--- config.mk ---
export PLATFORM = sky130hd
export DESIGN_NAME = vp_input_top
export DESIGN_NICKNAME = d
export VERILOG_FILES = /design/src/source/vp_input_pkg.sv /design/src/source/vp_raw_key_if.sv /design/src/source/vp_ascii_key_if.sv /design/src/source/vp_key_capture.sv /design/src/source/vp_key_translate.sv /design/src/source/vp_key_delivery.sv /design/src/source/vp_input_top.sv
export VERILOG_INCLUDE_DIRS = /design/src /design/src/source
export SDC_FILE = /design/constraint.sdc
export NUM_CORES = 1
export LEC_CHECK = 0
export BUFFER_PORTS_ARGS = -buffer_cell sky130_fd_sc_hd__clkbuf_2
export CAP_MARGIN = 20
export CORE_ASPECT_RATIO = 1.1
export CORE_MARGIN = 8
export CORE_UTILIZATION = 50
export DETAILED_ROUTE_END_ITERATION = 10
export PLACE_DENSITY = 0.72
export SKIP_LAST_GASP = 1
export SYNTH_ARGS = -nofsm -noshare
export SYNTH_HDL_FRONTEND = slang
export SYNTH_SLANG_ARGS = --single-unit
--- constraint.sdc ---
create_clock -name clk_sys -period 5 [get_ports clk_sys]
set_clock_uncertainty 0.1 [all_clocks]
set_input_delay 0.75 -clock clk_sys [delete_from_list [all_inputs] [get_ports clk_sys]]
set_output_delay 0.75 -clock clk_sys [all_outputs]
set_load 0.05 [all_outputs]
--- src/source/vp_input_defines.svh ---
`ifndef VP_INPUT_DEFINES_SVH
`define VP_INPUT_DEFINES_SVH

// Field widths
`define VP_SCAN_W          9
`define VP_NUMPAD_W        10
`define VP_JOY_W           16

// PS/2 event word, scan code sits in the low bits
`define VP_PS2_TOGGLE      10
`define VP_PS2_PRESSED     9

// Joystick word, buttons active high
`define VP_JOY_RIGHT       0
`define VP_JOY_LEFT        1
`define VP_JOY_DOWN        2
`define VP_JOY_UP          3
`define VP_JOY_ACTION      4
`define VP_JOY_RESET       5
`define VP_JOY_NUMPAD_LSB  6   // Ten numpad buttons above this

// Special keymap codes
`define VP_ASCII_NONE      8'h00
`define VP_ASCII_YES       8'h11
`define VP_ASCII_NO        8'h12
`define VP_ASCII_ENTER     8'h0A
`define VP_ASCII_BKSP      8'h08
`endif

--- src/source/vp_input_pkg.sv ---
`include "vp_input_defines.svh"

package vp_input_pkg;

	typedef logic [7:0]                ascii_t;      // Keymap code
	typedef logic [`VP_SCAN_W-1:0]     scan_code_t;  // Extended flag on top
	typedef logic [`VP_NUMPAD_W-1:0]   numpad_t;
	typedef logic [`VP_JOY_W-1:0]      joy_word_t;

	// Toggle, pressed, then scan code
	typedef logic [`VP_PS2_TOGGLE:0]   ps2_event_t;

	// Bit 1 is player A, bit 0 is player B
	typedef logic [1:0]                player_pair_t;

	// Key offer to the keymap
	typedef enum logic {
		DLV_IDLE,
		DLV_OFFER
	} delivery_state_e;

endpackage

--- src/source/vp_raw_key_if.sv ---
`include "vp_input_defines.svh"

// Raw key event, capture to translate
interface vp_raw_key_if;

	logic                     valid;
	logic                     ready;
	logic                     is_ps2;     // Else numpad event
	vp_input_pkg::scan_code_t scan_code;
	vp_input_pkg::numpad_t    numpad;     // Both players ORed
	logic                     released;

	modport capture (
		output valid, is_ps2, scan_code, numpad, released,
		input  ready
	);

	modport translate (
		input  valid, is_ps2, scan_code, numpad, released,
		output ready
	);

endinterface

--- src/source/vp_ascii_key_if.sv ---
`include "vp_input_defines.svh"

// Translated key, translate to delivery
interface vp_ascii_key_if;

	logic                 valid;
	logic                 ready;
	vp_input_pkg::ascii_t ascii;
	logic                 released;

	modport translate (
		output valid, ascii, released,
		input  ready
	);

	modport delivery (
		input  valid, ascii, released,
		output ready
	);

endinterface

--- src/source/vp_key_capture.sv ---
`include "vp_input_defines.svh"

module vp_key_capture (
	input  logic                       clk_sys,
	input  logic                       reset,
	input  vp_input_pkg::ps2_event_t   ps2_key_i,
	input  vp_input_pkg::joy_word_t    joy_a_i,
	input  vp_input_pkg::joy_word_t    joy_b_i,
	input  logic                       swap_i,
	output vp_input_pkg::player_pair_t joy_up_n_o,
	output vp_input_pkg::player_pair_t joy_down_n_o,
	output vp_input_pkg::player_pair_t joy_left_n_o,
	output vp_input_pkg::player_pair_t joy_right_n_o,
	output vp_input_pkg::player_pair_t joy_action_n_o,
	output logic                       console_reset_n_o,
	vp_raw_key_if.capture              raw
);

	vp_input_pkg::joy_word_t joy_a, joy_b;
	vp_input_pkg::numpad_t   numpad, old_numpad;
	logic                    old_toggle;
	logic                    ps2_hit, pad_hit;
	logic                    slot_free;

	//////////////////// Joysticks

	assign joy_a = swap_i ? joy_b_i : joy_a_i;
	assign joy_b = swap_i ? joy_a_i : joy_b_i;

	// Console wants low when pressed
	assign joy_up_n_o     = {~joy_a[`VP_JOY_UP],     ~joy_b[`VP_JOY_UP]};
	assign joy_down_n_o   = {~joy_a[`VP_JOY_DOWN],   ~joy_b[`VP_JOY_DOWN]};
	assign joy_left_n_o   = {~joy_a[`VP_JOY_LEFT],   ~joy_b[`VP_JOY_LEFT]};
	assign joy_right_n_o  = {~joy_a[`VP_JOY_RIGHT],  ~joy_b[`VP_JOY_RIGHT]};
	assign joy_action_n_o = {~joy_a[`VP_JOY_ACTION], ~joy_b[`VP_JOY_ACTION]};
	assign console_reset_n_o = ~(joy_a[`VP_JOY_RESET] | joy_b[`VP_JOY_RESET]);

	//////////////////// Event detect

	assign numpad = joy_a[`VP_JOY_NUMPAD_LSB +: `VP_NUMPAD_W]
		| joy_b[`VP_JOY_NUMPAD_LSB +: `VP_NUMPAD_W];

	assign ps2_hit   = ps2_key_i[`VP_PS2_TOGGLE] != old_toggle;
	assign pad_hit   = numpad != old_numpad;
	assign slot_free = ~raw.valid | raw.ready; // Events while full are lost

	always_ff @(posedge clk_sys or posedge reset) begin
		if (reset) begin
			old_toggle <= 1'b0;
			old_numpad <= '0;
			raw.valid  <= 1'b0;
		end else begin
			old_toggle <= ps2_key_i[`VP_PS2_TOGGLE];
			old_numpad <= numpad;
			if (slot_free)
				raw.valid <= ps2_hit | pad_hit;
		end
	end

	// PS/2 wins a tie with the numpad
	always_ff @(posedge clk_sys) begin
		if (slot_free && (ps2_hit || pad_hit)) begin
			raw.is_ps2    <= ps2_hit;
			raw.scan_code <= ps2_key_i[`VP_SCAN_W-1:0];
			raw.numpad    <= numpad;
			raw.released  <= ps2_hit ? ~ps2_key_i[`VP_PS2_PRESSED] : (numpad == '0);
		end
	end

	a_valid_held: assert property (@(posedge clk_sys) disable iff (reset)
		raw.valid && !raw.ready |=> raw.valid)
		else $error("raw key valid dropped without a transfer");

endmodule

--- src/source/vp_key_translate.sv ---
`include "vp_input_defines.svh"

module vp_key_translate (
	input  logic             clk_sys,
	input  logic             reset,
	vp_raw_key_if.translate  raw,
	vp_ascii_key_if.translate key
);

	vp_input_pkg::ascii_t ps2_ascii, pad_ascii;
	vp_input_pkg::ascii_t last_digit;   // Replayed on numpad release
	logic                 take;

	// Extended flag does not matter here
	function automatic vp_input_pkg::ascii_t ps2_to_ascii(input vp_input_pkg::scan_code_t code);
		vp_input_pkg::ascii_t a;
		case (code[7:0])
			8'h16: a = "1";
			8'h1E: a = "2";
			8'h26: a = "3";
			8'h25: a = "4";
			8'h2E: a = "5";
			8'h36: a = "6";
			8'h3D: a = "7";
			8'h3E: a = "8";
			8'h46: a = "9";
			8'h45: a = "0";
			8'h1C: a = "a";
			8'h32: a = "b";
			8'h21: a = "c";
			8'h23: a = "d";
			8'h24: a = "e";
			8'h2B: a = "f";
			8'h34: a = "g";
			8'h33: a = "h";
			8'h43: a = "i";
			8'h3B: a = "j";
			8'h42: a = "k";
			8'h4B: a = "l";
			8'h3A: a = "m";
			8'h31: a = "n";
			8'h44: a = "o";
			8'h4D: a = "p";
			8'h15: a = "q";
			8'h2D: a = "r";
			8'h1B: a = "s";
			8'h2C: a = "t";
			8'h3C: a = "u";
			8'h2A: a = "v";
			8'h1D: a = "w";
			8'h22: a = "x";
			8'h35: a = "y";
			8'h1A: a = "z";
			8'h29: a = " ";
			8'h79: a = "+";
			8'h7B: a = "-";
			8'h7C: a = "*";
			8'h4A: a = "/";
			8'h55: a = "=";
			8'h1F: a = `VP_ASCII_YES;   // Left GUI
			8'h27: a = `VP_ASCII_NO;    // Right GUI
			8'h5A: a = `VP_ASCII_ENTER;
			8'h66: a = `VP_ASCII_BKSP;
			default: a = `VP_ASCII_NONE;
		endcase
		return a;
	endfunction

	// Lowest button wins, button 9 is the zero key
	function automatic vp_input_pkg::ascii_t numpad_to_ascii(input vp_input_pkg::numpad_t pad);
		vp_input_pkg::ascii_t a;
		a = `VP_ASCII_NONE;
		for (int i = `VP_NUMPAD_W - 1; i >= 0; i--) begin
			if (pad[i])
				a = (i == `VP_NUMPAD_W - 1) ? 8'("0") : 8'("1" + i);
		end
		return a;
	endfunction

	assign raw.ready = ~key.valid | key.ready;
	assign take      = raw.valid & raw.ready;
	assign ps2_ascii = ps2_to_ascii(raw.scan_code);
	assign pad_ascii = raw.released ? last_digit : numpad_to_ascii(raw.numpad);

	always_ff @(posedge clk_sys or posedge reset) begin
		if (reset) begin
			key.valid  <= 1'b0;
			last_digit <= `VP_ASCII_NONE;
		end else begin
			if (raw.ready)
				key.valid <= raw.valid;
			if (take && !raw.is_ps2 && !raw.released)
				last_digit <= pad_ascii;
		end
	end

	always_ff @(posedge clk_sys) begin
		if (take) begin
			key.ascii    <= raw.is_ps2 ? ps2_ascii : pad_ascii;
			key.released <= raw.released;
		end
	end

endmodule

--- src/source/vp_key_delivery.sv ---
`include "vp_input_defines.svh"

module vp_key_delivery (
	input  logic                 clk_sys,
	input  logic                 reset,
	input  logic                 keyb_read_i,
	output logic                 key_ready_o,
	output vp_input_pkg::ascii_t key_ascii_o,
	output logic                 key_released_o,
	vp_ascii_key_if.delivery     key
);

	vp_input_pkg::delivery_state_e state;
	logic                          take;

	// Next key may slip in on the read edge
	assign key.ready   = (state == vp_input_pkg::DLV_IDLE) | keyb_read_i;
	assign take        = key.valid & key.ready;
	assign key_ready_o = state == vp_input_pkg::DLV_OFFER;

	//////////////////// Offer FSM

	always_ff @(posedge clk_sys or posedge reset) begin
		if (reset) begin
			state <= vp_input_pkg::DLV_IDLE;
		end else begin
			case (state)
				vp_input_pkg::DLV_IDLE: begin
					if (take)
						state <= vp_input_pkg::DLV_OFFER;
				end
				vp_input_pkg::DLV_OFFER: begin
					if (keyb_read_i && !take)
						state <= vp_input_pkg::DLV_IDLE; // Read, nothing waiting
				end
				default: state <= vp_input_pkg::DLV_IDLE;
			endcase
		end
	end

	// Held for the keymap until read
	always_ff @(posedge clk_sys) begin
		if (take) begin
			key_ascii_o    <= key.ascii;
			key_released_o <= key.released;
		end
	end

	a_offer_stable: assert property (@(posedge clk_sys) disable iff (reset)
		key_ready_o && !keyb_read_i |=> key_ready_o && $stable(key_ascii_o))
		else $error("offered key changed before it was read");

endmodule

--- src/source/vp_input_top.sv ---
`include "vp_input_defines.svh"

module vp_input_top (
	input  logic                       clk_sys,
	input  logic                       reset,
	input  vp_input_pkg::ps2_event_t   ps2_key_i,
	input  vp_input_pkg::joy_word_t    joy_a_i,
	input  vp_input_pkg::joy_word_t    joy_b_i,
	input  logic                       swap_i,
	input  logic                       keyb_read_i,
	output vp_input_pkg::player_pair_t joy_up_n_o,
	output vp_input_pkg::player_pair_t joy_down_n_o,
	output vp_input_pkg::player_pair_t joy_left_n_o,
	output vp_input_pkg::player_pair_t joy_right_n_o,
	output vp_input_pkg::player_pair_t joy_action_n_o,
	output logic                       console_reset_n_o,
	output logic                       key_ready_o,
	output vp_input_pkg::ascii_t       key_ascii_o,
	output logic                       key_released_o
);

	vp_raw_key_if   raw_if ();
	vp_ascii_key_if key_if ();

	//////////////////// Key pipeline

	vp_key_capture capture_i (
		.clk_sys, .reset,
		.ps2_key_i, .joy_a_i, .joy_b_i, .swap_i,
		.joy_up_n_o, .joy_down_n_o, .joy_left_n_o, .joy_right_n_o,
		.joy_action_n_o, .console_reset_n_o,
		.raw (raw_if.capture)
	);

	vp_key_translate translate_i (
		.clk_sys, .reset,
		.raw (raw_if.translate),
		.key (key_if.translate)
	);

	// Keymap side handshake
	vp_key_delivery delivery_i (
		.clk_sys, .reset,
		.keyb_read_i, .key_ready_o, .key_ascii_o, .key_released_o,
		.key (key_if.delivery)
	);

endmodule

==> flow_metrics.tcl <==
set metrics [dict create \
    status "completed" \
    num_vias 3450 \
    clkSinkCount 67 \
    syn-cell-area_mm2 0.00404 \
    initial_core_util 0.513 \
    slew_headroom 0.432 \
    setup_viol 0 \
    gp_congestion 0.949 \
    path_clk_slew_ps 80 \
    die_area_mm2 0.0112 \
    io_buffers 66 \
    grt_pass1_wl_um 17000 \
    ys_types 59 \
    hold_buffers 0 \
    dpl-instance-area_mm2 0.00443 \
    hp-class "flip-flop to flip-flop" \
    netlist.area_leader.share 0.283 \
    drive_gt1_frac 0.231 \
    via_per_inst 5.78 \
    timing.fmax_mhz 252 \
    hpwlAfterDp_um 7620 \
    arrival_ps 4090 \
    netlist_top_cells_area "edfxtp_1 28%, dfrtp_1 14%, mux2i_1 5.2%" \
    ys_seq_elements 67 \
    period_needed_ps 3970 \
    fillers 672 \
    synthFlopType "edfxtp_1" \
    rsz0062_at_grt "no" \
    final_core_util 0.591 \
    ys_warn_count 0 \
    ys_seq_area_frac 0.454 \
    comb_power_share 0.203 \
    grt_pass1_vias 3390 \
    grt_max_degree 52 \
    clkLatencyLatePin_ps 340 \
    p_clk_frac 0.353 \
    worstMarginPinSlew_ps 851 \
    hold_violations 0 \
    async_flop_share 0.328 \
    nets 543 \
    cts_max_level 3 \
    syn_nets 483 \
    cts_tree "yes" \
    drt_iter0_markers 271 \
    first_pass_iters 5 \
    io_pins 68 \
    core_mm2 0.00787 \
    leakagePower_nw 1.88 \
    grt_overflow 0 \
    cp-start-kind "input port" \
    crit_required_ps 5130 \
    synth_top_area_cell "edfxtp_1" \
    root_buffer "clkbuf_8" \
    die_h_um 110 \
    worstPathMaxFanout 51 \
    p_int_w 0.00102 \
    fin_crit_sh 0.793 \
    slew_violations 0 \
    wl_per_cell_um 17.3 \
    antenna_found_initial 0 \
    cts_resized 0 \
    remaining_drc_errors 0 \
    fin_total_pwr_w 0.00146 \
    worstSetupPathType "input port to flip-flop" \
    cts_setup_buffers 0 \
    stdcell_area_mm2 0.00465 \
    cp-end-kind "flip-flop" \
    seqPwrFrac 0.444 \
    power_switching_w 0.000440 \
    drt_wl_total_um 10300 \
    cts_buffers 9 \
    powerDensity_mw_per_mm2 314 \
    die_width_um 102 \
    synth_edf_count 38 \
    cap_violations 0 \
    peakVddDrop_uv 183 \
    n_antenna_cell 0 \
    synth_area_per_cell_um2 9.53 \
    clockBufferDepth 2 \
    swShare 0.301 \
    std_cell_rows 34 \
    syn_inst 424 \
    syn_to_final_growth_pct 15.2 \
    setup_tns_ps 0 \
    gr-usage-all-layers 0.195 \
    antenna_left 0 \
    whs_ps 323 \
]
## cell families (layout without fill, tap and decap cells)
kind of cell	count (synthesis)	count (layout)	synth area share
adders and majority gates	12	12	0.0372
muxes	30	30	0.0809
AOI/OAI and AO/OA	108	108	0.176
and+or+nand+nor	161	161	0.195
buffers and inverters	41	106	0.0471
DFF	67	67	0.454
xor gates and xnor gates	5	5	0.0108
## area by class of cell
type	count	area [um2]	area share
Tap cell	108	135	0.0290
Timing Repair Buffer	72	375	0.0806
Clock buffer	11	141	0.0304
Multi-Input combinational cell	316	2020	0.433
Sequential cell	67	1830	0.394
Clock inverter	5	83.8	0.0180
Inverter	18	70.1	0.0151
## final timing paths
check | from | endpoint | slack (ps) | cells past startpoint
setup reg to reg | capture_i.old_numpad[6] | flip-flop | 1140 | 13
setup / recovery | joy_b_i[12] | flip-flop | 1030 | 14
hold / removal | translate_i.key.ascii[1] | delivery_i.key_ascii_o[1] | 320 | 0
hold reg to reg | translate_i.key.ascii[1] | delivery_i.key_ascii_o[1] | 320 | 0
max in group asynchronous | reset | translate_i.last_digit[6] | 3820 | 2
min in group asynchronous | reset | capture_i.old_numpad[0] | 450 | 2
## routing by layer
metal | GRT usage | wire, um
met5 | 0 | 0
met4 | 0.0809 | 239
met1 | 0.261 | 4600
met2 | 0.298 | 4650
met3 | 0.0452 | 838
## synthesized netlist by cell type (3+ instances only)
| cell | instances |
|---|---|
| o21ai_1 | 6 |
| dfxtp_1 | 7 |
| or3_1 | 3 |
| o22ai_1 | 4 |
| o31ai_1 | 6 |
| nand2_1 | 43 |
| inv_1 | 16 |
| nor3b_1 | 3 |
| a31oi_1 | 13 |
| nor3_1 | 23 |
| a21oi_1 | 21 |
| clkbuf_1 | 15 |
| nand2b_1 | 7 |
| buf_2 | 3 |
| edfxtp_1 | 38 |
| or2_2 | 8 |
| o21a_1 | 7 |
| a2111oi_0 | 3 |
| mux2_2 | 7 |
| mux2i_1 | 21 |
| dfrtp_1 | 22 |
| xor2_1 | 3 |
| a21o_1 | 3 |
| nor2b_1 | 5 |
| o211ai_1 | 4 |
| nand3_1 | 17 |
| nor2_1 | 34 |
| nand4_1 | 6 |
| ha_1 | 12 |
| buf_6 | 4 |
| o21ai_0 | 22 |
## placed cells by master, fill, tap and decap left out, drive strengths merged, types with 8 or more instances in the layout
cell type  Yosys  routed
ha            12      12
edfxtp        38      38
or2            8       8
mux2           8       8
a31oi         13      13
a21oi         22      22
o21ai         29      29
clkbuf        15      77
dfrtp         22      22
nand3         17      17
nor2          34      34
nor3          23      23
mux2i         22      22
inv           18      19
nand2         44      44
## power by group through the flow
stage | logic [W] | clock network (W) | registers, W
2_1_floorplan | 0.000202 | 0 | 0.000666
3_3_place_gp | 0.000292 | 0 | 0.000660
3_5_place_dp | 0.000293 | 0 | 0.000661
4_1_cts | 0.000294 | 0.000522 | 0.000649
5_1_grt | 0.000323 | 0.000545 | 0.000653
6_report | 0.000297 | 0.000517 | 0.000649
## critical path, cell delays in order
cell and delay, ps:
clkbuf_2 90, or3_1 340, a21o_1 180, or4_4 450
o21ai_4 260, inv_4 50, buf_4 310, mux2_4 440
inv_2 190, ha_1 320, a221oi_1 330, nand2_1 110
o21ai_1 180, a221oi_2 70
## through the flow
stage | cells | setup WS (ps)
6_report | 597 | 1030
5_1_grt | 597 | 815
4_1_cts | 597 | 1060
3_5_place_dp | 581 | 699
3_3_place_gp | 581 | 669
2_1_floorplan | 424 | 845
Note: power is estimated with default switching activity, not from simulation.
